<file path="src/verilog/rob_params.svh">
`ifndef ROB_PARAMS_SVH
`define ROB_PARAMS_SVH

// --------------------
// tracker geometry
// --------------------

// one tracking entry per memory bank
`define ROB_N_BANK 4

// address bits that select the bank
`define ROB_BANK_LSB 6
`define ROB_BANK_MSB 7

// --------------------
// bus widths
// --------------------

// physical address
`define ROB_ADDR_W 32

// write and read data
`define ROB_DATA_W 64

// per-source tag, the source bit sits on top of it in the tid
`define ROB_TID_W 4

`endif

</file>
<file path="src/verilog/io_bus_pkg.sv">
`include "rob_params.svh"

package io_bus_pkg;

  // --------------------
  // request kind
  // --------------------
  typedef enum logic {
    REQ_READ  = 1'b0,
    REQ_WRITE = 1'b1
  } req_type_e;

  // --------------------
  // transaction id
  // --------------------
  // src 0 => usb, src 1 => sdio
  typedef struct packed {
    logic                  src;
    logic [`ROB_TID_W-1:0] tag;
  } io_tid_t;

  // --------------------
  // request and response
  // --------------------
  typedef struct packed {
    req_type_e              req_type;
    logic [`ROB_ADDR_W-1:0] paddr;
    io_tid_t                tid;
    logic [`ROB_DATA_W-1:0] wdata;
  } io_req_t;

  // tid comes back unchanged from the noc
  typedef struct packed {
    io_tid_t                tid;
    logic [`ROB_DATA_W-1:0] rdata;
  } io_resp_t;

endpackage

</file>
<file path="src/verilog/rob_pkg.sv">
`include "rob_params.svh"

package rob_pkg;

  import io_bus_pkg::*;

  // --------------------
  // tracking entry
  // --------------------
  // one per bank, holds the tid of the outstanding read
  typedef struct packed {
    logic    vld;
    io_tid_t tid;
  } rob_entry_t;

  // one-hot rank among valid entries, bit 0 is the newest
  typedef logic [`ROB_N_BANK-1:0] age_vec_t;

  // bank number taken from the address
  typedef logic [`ROB_BANK_MSB-`ROB_BANK_LSB:0] bank_id_t;

endpackage

</file>
<file path="src/verilog/io_req_arbiter.sv">
`timescale 1ns/1ps

module io_req_arbiter
  import io_bus_pkg::*;
(
  input  logic           clk,
  input  logic           rstn,
  // peripheral requests from usb (0) and sdio (1)
  input  logic     [1:0] io_req_valid,
  input  io_req_t  [1:0] io_req,
  output logic     [1:0] io_req_ready,
  // merged stream towards the tracker
  output logic           merged_valid,
  output io_req_t        merged_req,
  input  logic           merged_ready,
  // noc response
  input  logic           noc_resp_valid,
  input  io_resp_t       noc_resp,
  output logic           noc_resp_ready,
  // responses back to the peripherals
  output logic     [1:0] io_resp_valid,
  output io_resp_t [1:0] io_resp,
  input  logic     [1:0] io_resp_ready
);

  // source that the search starts from
  logic rff_prio;
  logic nxt_prio;
  // grant kept over a stalled cycle
  logic rff_stall;
  logic rff_gnt;
  logic srch_src;
  logic gnt_src;
  logic req_accept;
  logic resp_src;

  // --------------------
  // request grant
  // --------------------

  // search starts at the pointer and falls over to the other source
  always_comb begin
    if (io_req_valid[rff_prio]) begin
      srch_src = rff_prio;
    end else begin
      srch_src = ~rff_prio;
    end
  end

  // a stalled grant stays on its source until the transfer
  assign gnt_src = (rff_stall & io_req_valid[rff_gnt]) ? rff_gnt : srch_src;

  assign merged_valid = |io_req_valid;
  assign req_accept   = merged_valid & merged_ready;

  // winner's payload with its port number in the src field
  always_comb begin
    merged_req         = io_req[gnt_src];
    merged_req.tid.src = gnt_src;
  end

  always_comb begin
    for (int i = 0; i < 2; i++) begin
      io_req_ready[i] = merged_ready & io_req_valid[i] & (gnt_src == 1'(i));
    end
  end

  // pointer moves past the winner only on an accepted transfer
  assign nxt_prio = req_accept ? ~gnt_src : rff_prio;

  always_ff @(posedge clk) begin
    if (~rstn) begin
      rff_prio  <= 1'b0;
      rff_stall <= 1'b0;
      rff_gnt   <= 1'b0;
    end else begin
      rff_prio  <= nxt_prio;
      rff_stall <= merged_valid & ~merged_ready;
      rff_gnt   <= gnt_src;
    end
  end

  // --------------------
  // response routing
  // --------------------

  assign resp_src = noc_resp.tid.src;

  always_comb begin
    for (int i = 0; i < 2; i++) begin
      io_resp_valid[i] = noc_resp_valid & (resp_src == 1'(i));
      // payload goes to both ports and valid picks the one
      io_resp[i]       = noc_resp;
    end
  end

  // ready of the addressed requester stays low while nothing is pending
  assign noc_resp_ready = noc_resp_valid & io_resp_ready[resp_src];

endmodule

</file>
<file path="src/verilog/read_order_tracker.sv">
`timescale 1ns/1ps
`include "rob_params.svh"

module read_order_tracker
  import io_bus_pkg::*;
  import rob_pkg::*;
(
  input  logic                   clk,
  input  logic                   rstn,
  // merged request stream from the arbiter
  input  logic                   merged_valid,
  input  io_req_t                merged_req,
  output logic                   merged_ready,
  // request to the noc
  output logic                   noc_req_valid,
  output io_req_t                noc_req,
  input  logic                   noc_req_ready,
  // response handshake seen on the noc side
  input  logic                   noc_resp_valid,
  input  logic                   noc_resp_ready,
  input  io_tid_t                noc_resp_tid,
  // per-bank status
  output logic [`ROB_N_BANK-1:0] entry_vld_pbank,
  output logic [`ROB_N_BANK-1:0] is_oldest_pbank
);

  rob_entry_t [`ROB_N_BANK-1:0] rff_entry;
  rob_entry_t [`ROB_N_BANK-1:0] nxt_entry;
  age_vec_t   [`ROB_N_BANK-1:0] rff_age;
  age_vec_t   [`ROB_N_BANK-1:0] nxt_age;

  bank_id_t                     req_bank;
  logic                         req_is_read;
  logic                         req_hold;
  logic                         alloc_any;
  logic [`ROB_N_BANK-1:0]       alloc;
  logic [`ROB_N_BANK-1:0]       release_en;
  logic                         release_any;
  age_vec_t                     release_age;
  age_vec_t                     age_occupied;
  age_vec_t                     age_top;

  // --------------------
  // request path
  // --------------------

  assign req_bank    = merged_req.paddr[`ROB_BANK_MSB:`ROB_BANK_LSB];
  assign req_is_read = (merged_req.req_type == REQ_READ);

  // read to a busy bank waits for its response
  assign req_hold = merged_valid & req_is_read & rff_entry[req_bank].vld;

  assign noc_req_valid = merged_valid & ~req_hold;
  assign noc_req       = merged_req;
  assign merged_ready  = noc_req_ready & ~req_hold;

  assign alloc_any = noc_req_valid & noc_req_ready & req_is_read;

  // --------------------
  // allocate / release
  // --------------------

  always_comb begin
    for (int i = 0; i < `ROB_N_BANK; i++) begin
      alloc[i]      = alloc_any & (req_bank == bank_id_t'(i));
      // response tid matches the stored one
      release_en[i] = rff_entry[i].vld & noc_resp_valid & noc_resp_ready &
                      (noc_resp_tid == rff_entry[i].tid);
    end
  end

  assign release_any = |release_en;

  // rank of the freed entry, at most one per cycle
  always_comb begin
    release_age = '0;
    for (int i = 0; i < `ROB_N_BANK; i++) begin
      if (release_en[i]) begin
        release_age = rff_age[i];
      end
    end
  end

  always_comb begin
    for (int i = 0; i < `ROB_N_BANK; i++) begin
      nxt_entry[i] = rff_entry[i];
      nxt_age[i]   = rff_age[i];
      if (release_en[i]) begin
        nxt_entry[i].vld = 1'b0;
        nxt_age[i]       = '0;
      end else if (alloc[i]) begin
        nxt_entry[i].vld = 1'b1;
        nxt_entry[i].tid = merged_req.tid;
        // newest rank
        nxt_age[i]       = age_vec_t'(1);
      end else begin
        // others get one rank older on alloc, ranks above a freed one close up
        if (alloc_any) begin
          nxt_age[i] = nxt_age[i] << 1;
        end
        if (release_any && (rff_age[i] > release_age)) begin
          nxt_age[i] = nxt_age[i] >> 1;
        end
      end
    end
  end

  always_ff @(posedge clk) begin
    if (~rstn) begin
      rff_entry <= '0;
      rff_age   <= '0;
    end else begin
      rff_entry <= nxt_entry;
      rff_age   <= nxt_age;
    end
  end

  // --------------------
  // status
  // --------------------

  always_comb begin
    age_occupied = '0;
    for (int i = 0; i < `ROB_N_BANK; i++) begin
      entry_vld_pbank[i] = rff_entry[i].vld;
      if (rff_entry[i].vld) begin
        age_occupied = age_occupied | rff_age[i];
      end
    end
  end

  // highest occupied rank is the oldest read
  always_comb begin
    age_top = '0;
    for (int i = 0; i < `ROB_N_BANK; i++) begin
      if (age_occupied[i]) begin
        age_top = age_vec_t'(1) << i;
      end
    end
  end

  always_comb begin
    for (int i = 0; i < `ROB_N_BANK; i++) begin
      is_oldest_pbank[i] = rff_entry[i].vld & (|(rff_age[i] & age_top));
    end
  end

endmodule

</file>
<file path="src/verilog/io_rob_top.sv">
`timescale 1ns/1ps
`include "rob_params.svh"

module io_rob_top
  import io_bus_pkg::*;
(
  input  logic                   clk,
  input  logic                   rstn,
  // usb / sdio requests, 0 => usb, 1 => sdio
  input  logic     [1:0]         io_req_valid,
  input  io_req_t  [1:0]         io_req,
  output logic     [1:0]         io_req_ready,
  // request to the noc
  output logic                   noc_req_valid,
  output io_req_t                noc_req,
  input  logic                   noc_req_ready,
  // response from the noc
  input  logic                   noc_resp_valid,
  input  io_resp_t               noc_resp,
  output logic                   noc_resp_ready,
  // responses to usb / sdio
  output logic     [1:0]         io_resp_valid,
  output io_resp_t [1:0]         io_resp,
  input  logic     [1:0]         io_resp_ready,
  // read age info for the noc
  output logic [`ROB_N_BANK-1:0] entry_vld_pbank,
  output logic [`ROB_N_BANK-1:0] is_oldest_pbank
);

  // merged stream between arbiter and tracker
  logic    merged_valid;
  logic    merged_ready;
  io_req_t merged_req;

  io_req_arbiter io_req_arbiter_inst (
    .clk            (clk),
    .rstn           (rstn),
    .io_req_valid   (io_req_valid),
    .io_req         (io_req),
    .io_req_ready   (io_req_ready),
    .merged_valid   (merged_valid),
    .merged_req     (merged_req),
    .merged_ready   (merged_ready),
    .noc_resp_valid (noc_resp_valid),
    .noc_resp       (noc_resp),
    .noc_resp_ready (noc_resp_ready),
    .io_resp_valid  (io_resp_valid),
    .io_resp        (io_resp),
    .io_resp_ready  (io_resp_ready)
  );

  // tracker only needs the response handshake and tid
  read_order_tracker read_order_tracker_inst (
    .clk             (clk),
    .rstn            (rstn),
    .merged_valid    (merged_valid),
    .merged_req      (merged_req),
    .merged_ready    (merged_ready),
    .noc_req_valid   (noc_req_valid),
    .noc_req         (noc_req),
    .noc_req_ready   (noc_req_ready),
    .noc_resp_valid  (noc_resp_valid),
    .noc_resp_ready  (noc_resp_ready),
    .noc_resp_tid    (noc_resp.tid),
    .entry_vld_pbank (entry_vld_pbank),
    .is_oldest_pbank (is_oldest_pbank)
  );

endmodule

</file>
<file path="config.mk">
export PLATFORM = sky130hd
export DESIGN_NAME = io_rob_top
export DESIGN_NICKNAME = d
export VERILOG_FILES = /design/src/verilog/io_bus_pkg.sv /design/src/verilog/rob_pkg.sv /design/src/verilog/io_req_arbiter.sv /design/src/verilog/read_order_tracker.sv /design/src/verilog/io_rob_top.sv
export VERILOG_INCLUDE_DIRS = /design/src /design/src/verilog
export SDC_FILE = /design/constraint.sdc
export NUM_CORES = 1
export LEC_CHECK = 0
export BUFFER_PORTS_ARGS = -buffer_cell sky130_fd_sc_hd__buf_2
export CORE_AREA = 4 4 206 208
export CTS_CLUSTER_SIZE = 8
export DETAILED_ROUTE_END_ITERATION = 8
export DIE_AREA = 0 0 210 212
export GPL_TIMING_DRIVEN = 0
export PLACE_DENSITY = 0.36
export RECOVER_POWER = 25
export SYNTH_ARGS = -nofsm -noshare
export SYNTH_HDL_FRONTEND = slang
export SYNTH_SLANG_ARGS = --single-unit
</file>
<file path="constraint.sdc">
create_clock -name clk -period 5.6 [get_ports clk]
set_input_delay 1.4 -clock clk [delete_from_list [all_inputs] [get_ports clk]]
set_output_delay 1.4 -clock clk [all_outputs]
set_load 0.005 [all_outputs]
</file>
==> flow_summary.ini <==
[placed_design]
dp_hpwl_microns = 26800
numPortBuffers = 461
placed_cell_area_sq_um = 8540
place_ws_ns = 0.0648
gp_congestion = 0.805

[power]
swShare_pct = 33.1
p_per_area_nw_per_um2 = 137
internal-power_uw = 792
finalPower_mw = 1.18
clock_power_share_pct = 23.2
power_frac_seq_pct = 27.8
p_leak_nw = 4.32
switchingPower_uw = 391
irDropWorstVdd_mv = 0.0903
combPwrFrac_pct = 49.0

[floorplanning]
rows = 74
initial_core_util_pct = 13.7
die_width_microns = 210
floorplan.core_area_sq_um = 40600
die_area_sq_um = 44500
fp.dieH_microns = 212
ios = 535

[final_layout]
area_growth_pct = 55.7
final_layout_size_suffix_gt1_share_pct = 68.5
n_fill_cell = 4681
seqCellArea_sq_um = 861
final_common_cell = buf_2
multi_input_area_sq_um = 3400
final_cell_mix = buf_2 (461), mux2_2 (103), buf_4 (82)
finalInstanceArea_sq_um = 8660
nets = 1394

[run_status]
outcome = finished clean

[detailed_routing]
wl_microns = 29700
first_pass_iters = 4
drt-initial-drc-count = 179
post_drt_wl_per_cell_microns = 18.2
avgViaCountPerCell = 3.71
route.detailed.drc = 0
num_vias = 6053
ant_nets = 0

[cts]
clock_path_buffers = 2
hold_buffers = 0
cts_root_buffer = clkbuf_16
clkSlewWorstSetupHoldPaths_ns = 0.06
ctsHtreeMaxLevel = 2
clk_latency_ns = 0.28
cts_buffers = 5
tritoncts = done
cts.sinks = 43

[sta]
maxSlewViolCount = 0
fin_crit_ns = 5.29
clock_skew_ns = 0.00655
clock.fmax_mhz = 189
max-slew-margin-rel_pct = 48.9
fin_setup_tns_ns = 0
rsz0062_at_grt = no
worst_pin_slew_ns = 0.762
whs_ns = 0.519
setup_viol = 0
fin_ws_ns = 0.310
fin_crit_sh_pct = 94.5
hold_violations = 0

[logic_synthesis]
seq_area_frac_synth_pct = 15.5
synth.avg_cell_area_sq_um = 8.85
yosys-top-cells-area = mux2_2 (21%), buf_4 (20%), dfxtp_1 (15%), mux2i_1 (4.1%), ha_1 (3.6%)
synthArstFlopShare_pct = 0
synth-edff-count = 0
synth_top_area_share_pct = 20.8
synth_warnings = 0
yosysTopAreaCell = mux2_2
ys_ff_latch = 43
synthCells = 629
synth_nets = 926
synth-main-ff-cell = dfxtp_1
syn_area_sq_um = 5570
synth.distinct_cells = 59

[grt]
grt_max_degree = 12
overflow = 0
grt_pass1_vias = 6016
grt_usage_pct = 12.1
antenna_found_initial = 7
grt_pass1_wl_microns = 40500

[critical_path]
cp-end-kind = output port
crit_arrival_ns = 3.89
worstSetupPathType = input port to output port
crit_fanout = 10
crit_required_ns = 4.20
rr_worst_depth = 13
start_kind = input port

[worst_hold_path]
hold_depth = 1
hp-class = flip-flop to flip-flop

[job]
maxCapViolCount = 0
[worst max-delay path, stage by stage]
cell      delay [ns]
buf_2           0.14
o21ba_2         0.26
a21oi_4         0.37
clkbuf_1        0.60
clkbuf_1        0.54
mux2_2          0.41
buf_2           0.15
[path summary, 6_finish.rpt]
path | slack (ns) | startpoint | end
min reg2reg | 0.52 | read_order_tracker_inst.rff_entry[9] | read_order_tracker_inst.rff_entry[9]
max reg2reg | 1.48 | read_order_tracker_inst.entry_vld_pbank[0] | read_order_tracker_inst.rff_age[10]
min | 0.52 | read_order_tracker_inst.rff_entry[9] | read_order_tracker_inst.rff_entry[9]
max | 0.31 | io_req_valid[0] | noc_req[8]
[power by group through the flow]
stage	Combinational, mW	Sequential (mW)	Clock, mW
2_1_floorplan	0.300	0.330	0
3_3_place_gp	0.593	0.336	0
3_5_place_dp	0.593	0.336	0
4_1_cts	0.597	0.329	0.285
5_1_grt	0.628	0.330	0.295
6_report	0.580	0.329	0.274
[flip-flops by register name, summed over array words and instances (netlist names)]
| signal | count |
|---|---|
| io_req_arbiter_inst.rff_gnt | 1 |
| io_req_arbiter_inst.rff_stall | 1 |
| read_order_tracker_inst.rff_age | 16 |
| read_order_tracker_inst.rff_entry | 20 |
| read_order_tracker_inst.entry_vld_pbank | 4 |
| io_req_arbiter_inst.rff_prio | 1 |
[cells in the mapped netlist, types with 8 or more instances]
cell type  count
xnor2_1       16
mux2i_1       23
a21oi_1       16
mux2_2       103
nand2_1       29
o21a_1        13
nor2b_1        9
nand4_1        8
inv_1         13
buf_2         10
dfxtp_1       43
nor2_1        19
a22oi_1       12
and3_1         9
o21ai_0       19
clkbuf_1       8
ha_1          16
buf_4        145
o211a_1       16
nor3_2         9
[what timing repair did]
item / in CTS / in global routing
endpoints found under the hold margin: 0 / 0
gates resized for setup: 0 / 1
setup buffers: 0 / 0
endpoints found under the setup margin: 0 / 3
[metal layers]
layer | wire length [microns] | share of wire (%) | global-route usage (%) | vias up
met2 | 14700 | 49 | 20.4 | 230
met5 | 13 | 0.044 | 0 | -
li1 | - | - | - | 3037
met4 | 255 | 0.86 | 2.07 | 2
met3 | 1590 | 5.3 | 1.67 | 14
met1 | 13200 | 44 | 16.8 | 2770
[layout make-up]
type                    instances  area share, %
diodes                          4          0.116
multi-input cells             399           39.3
inverters                      13          0.563
repair buffers                461           26.5
flip-flops and latches         43           9.94
plain buffers                 174           14.4
clock buffers                   6           1.49
well taps                     532           7.68
[cells by family after synthesis]
kind of cell	Yosys count	share of synthesized area [%]
buffers and inverters	187	23.4
DFF	43	15.5
and+or+nand+nor	116	13.2
AOI/OAI and AO/OA	116	14.8
adders and majority gates	16	3.60
muxes	131	26.4
xor gates and xnor gates	20	3.15
[per-stage QoR]
| step | util, % | std cells |
|---|---|---|
| 6_report | 21.4 | 1632 |
| 5_1_grt | 21.4 | 1630 |
| 4_1_cts | 21.4 | 1628 |
| 3_5_place_dp | 21.1 | 1622 |
| 3_3_place_gp | 21.1 | 1622 |
| 2_1_floorplan | - | 629 |
No activity file was read; power rests on OpenSTA's default activity.
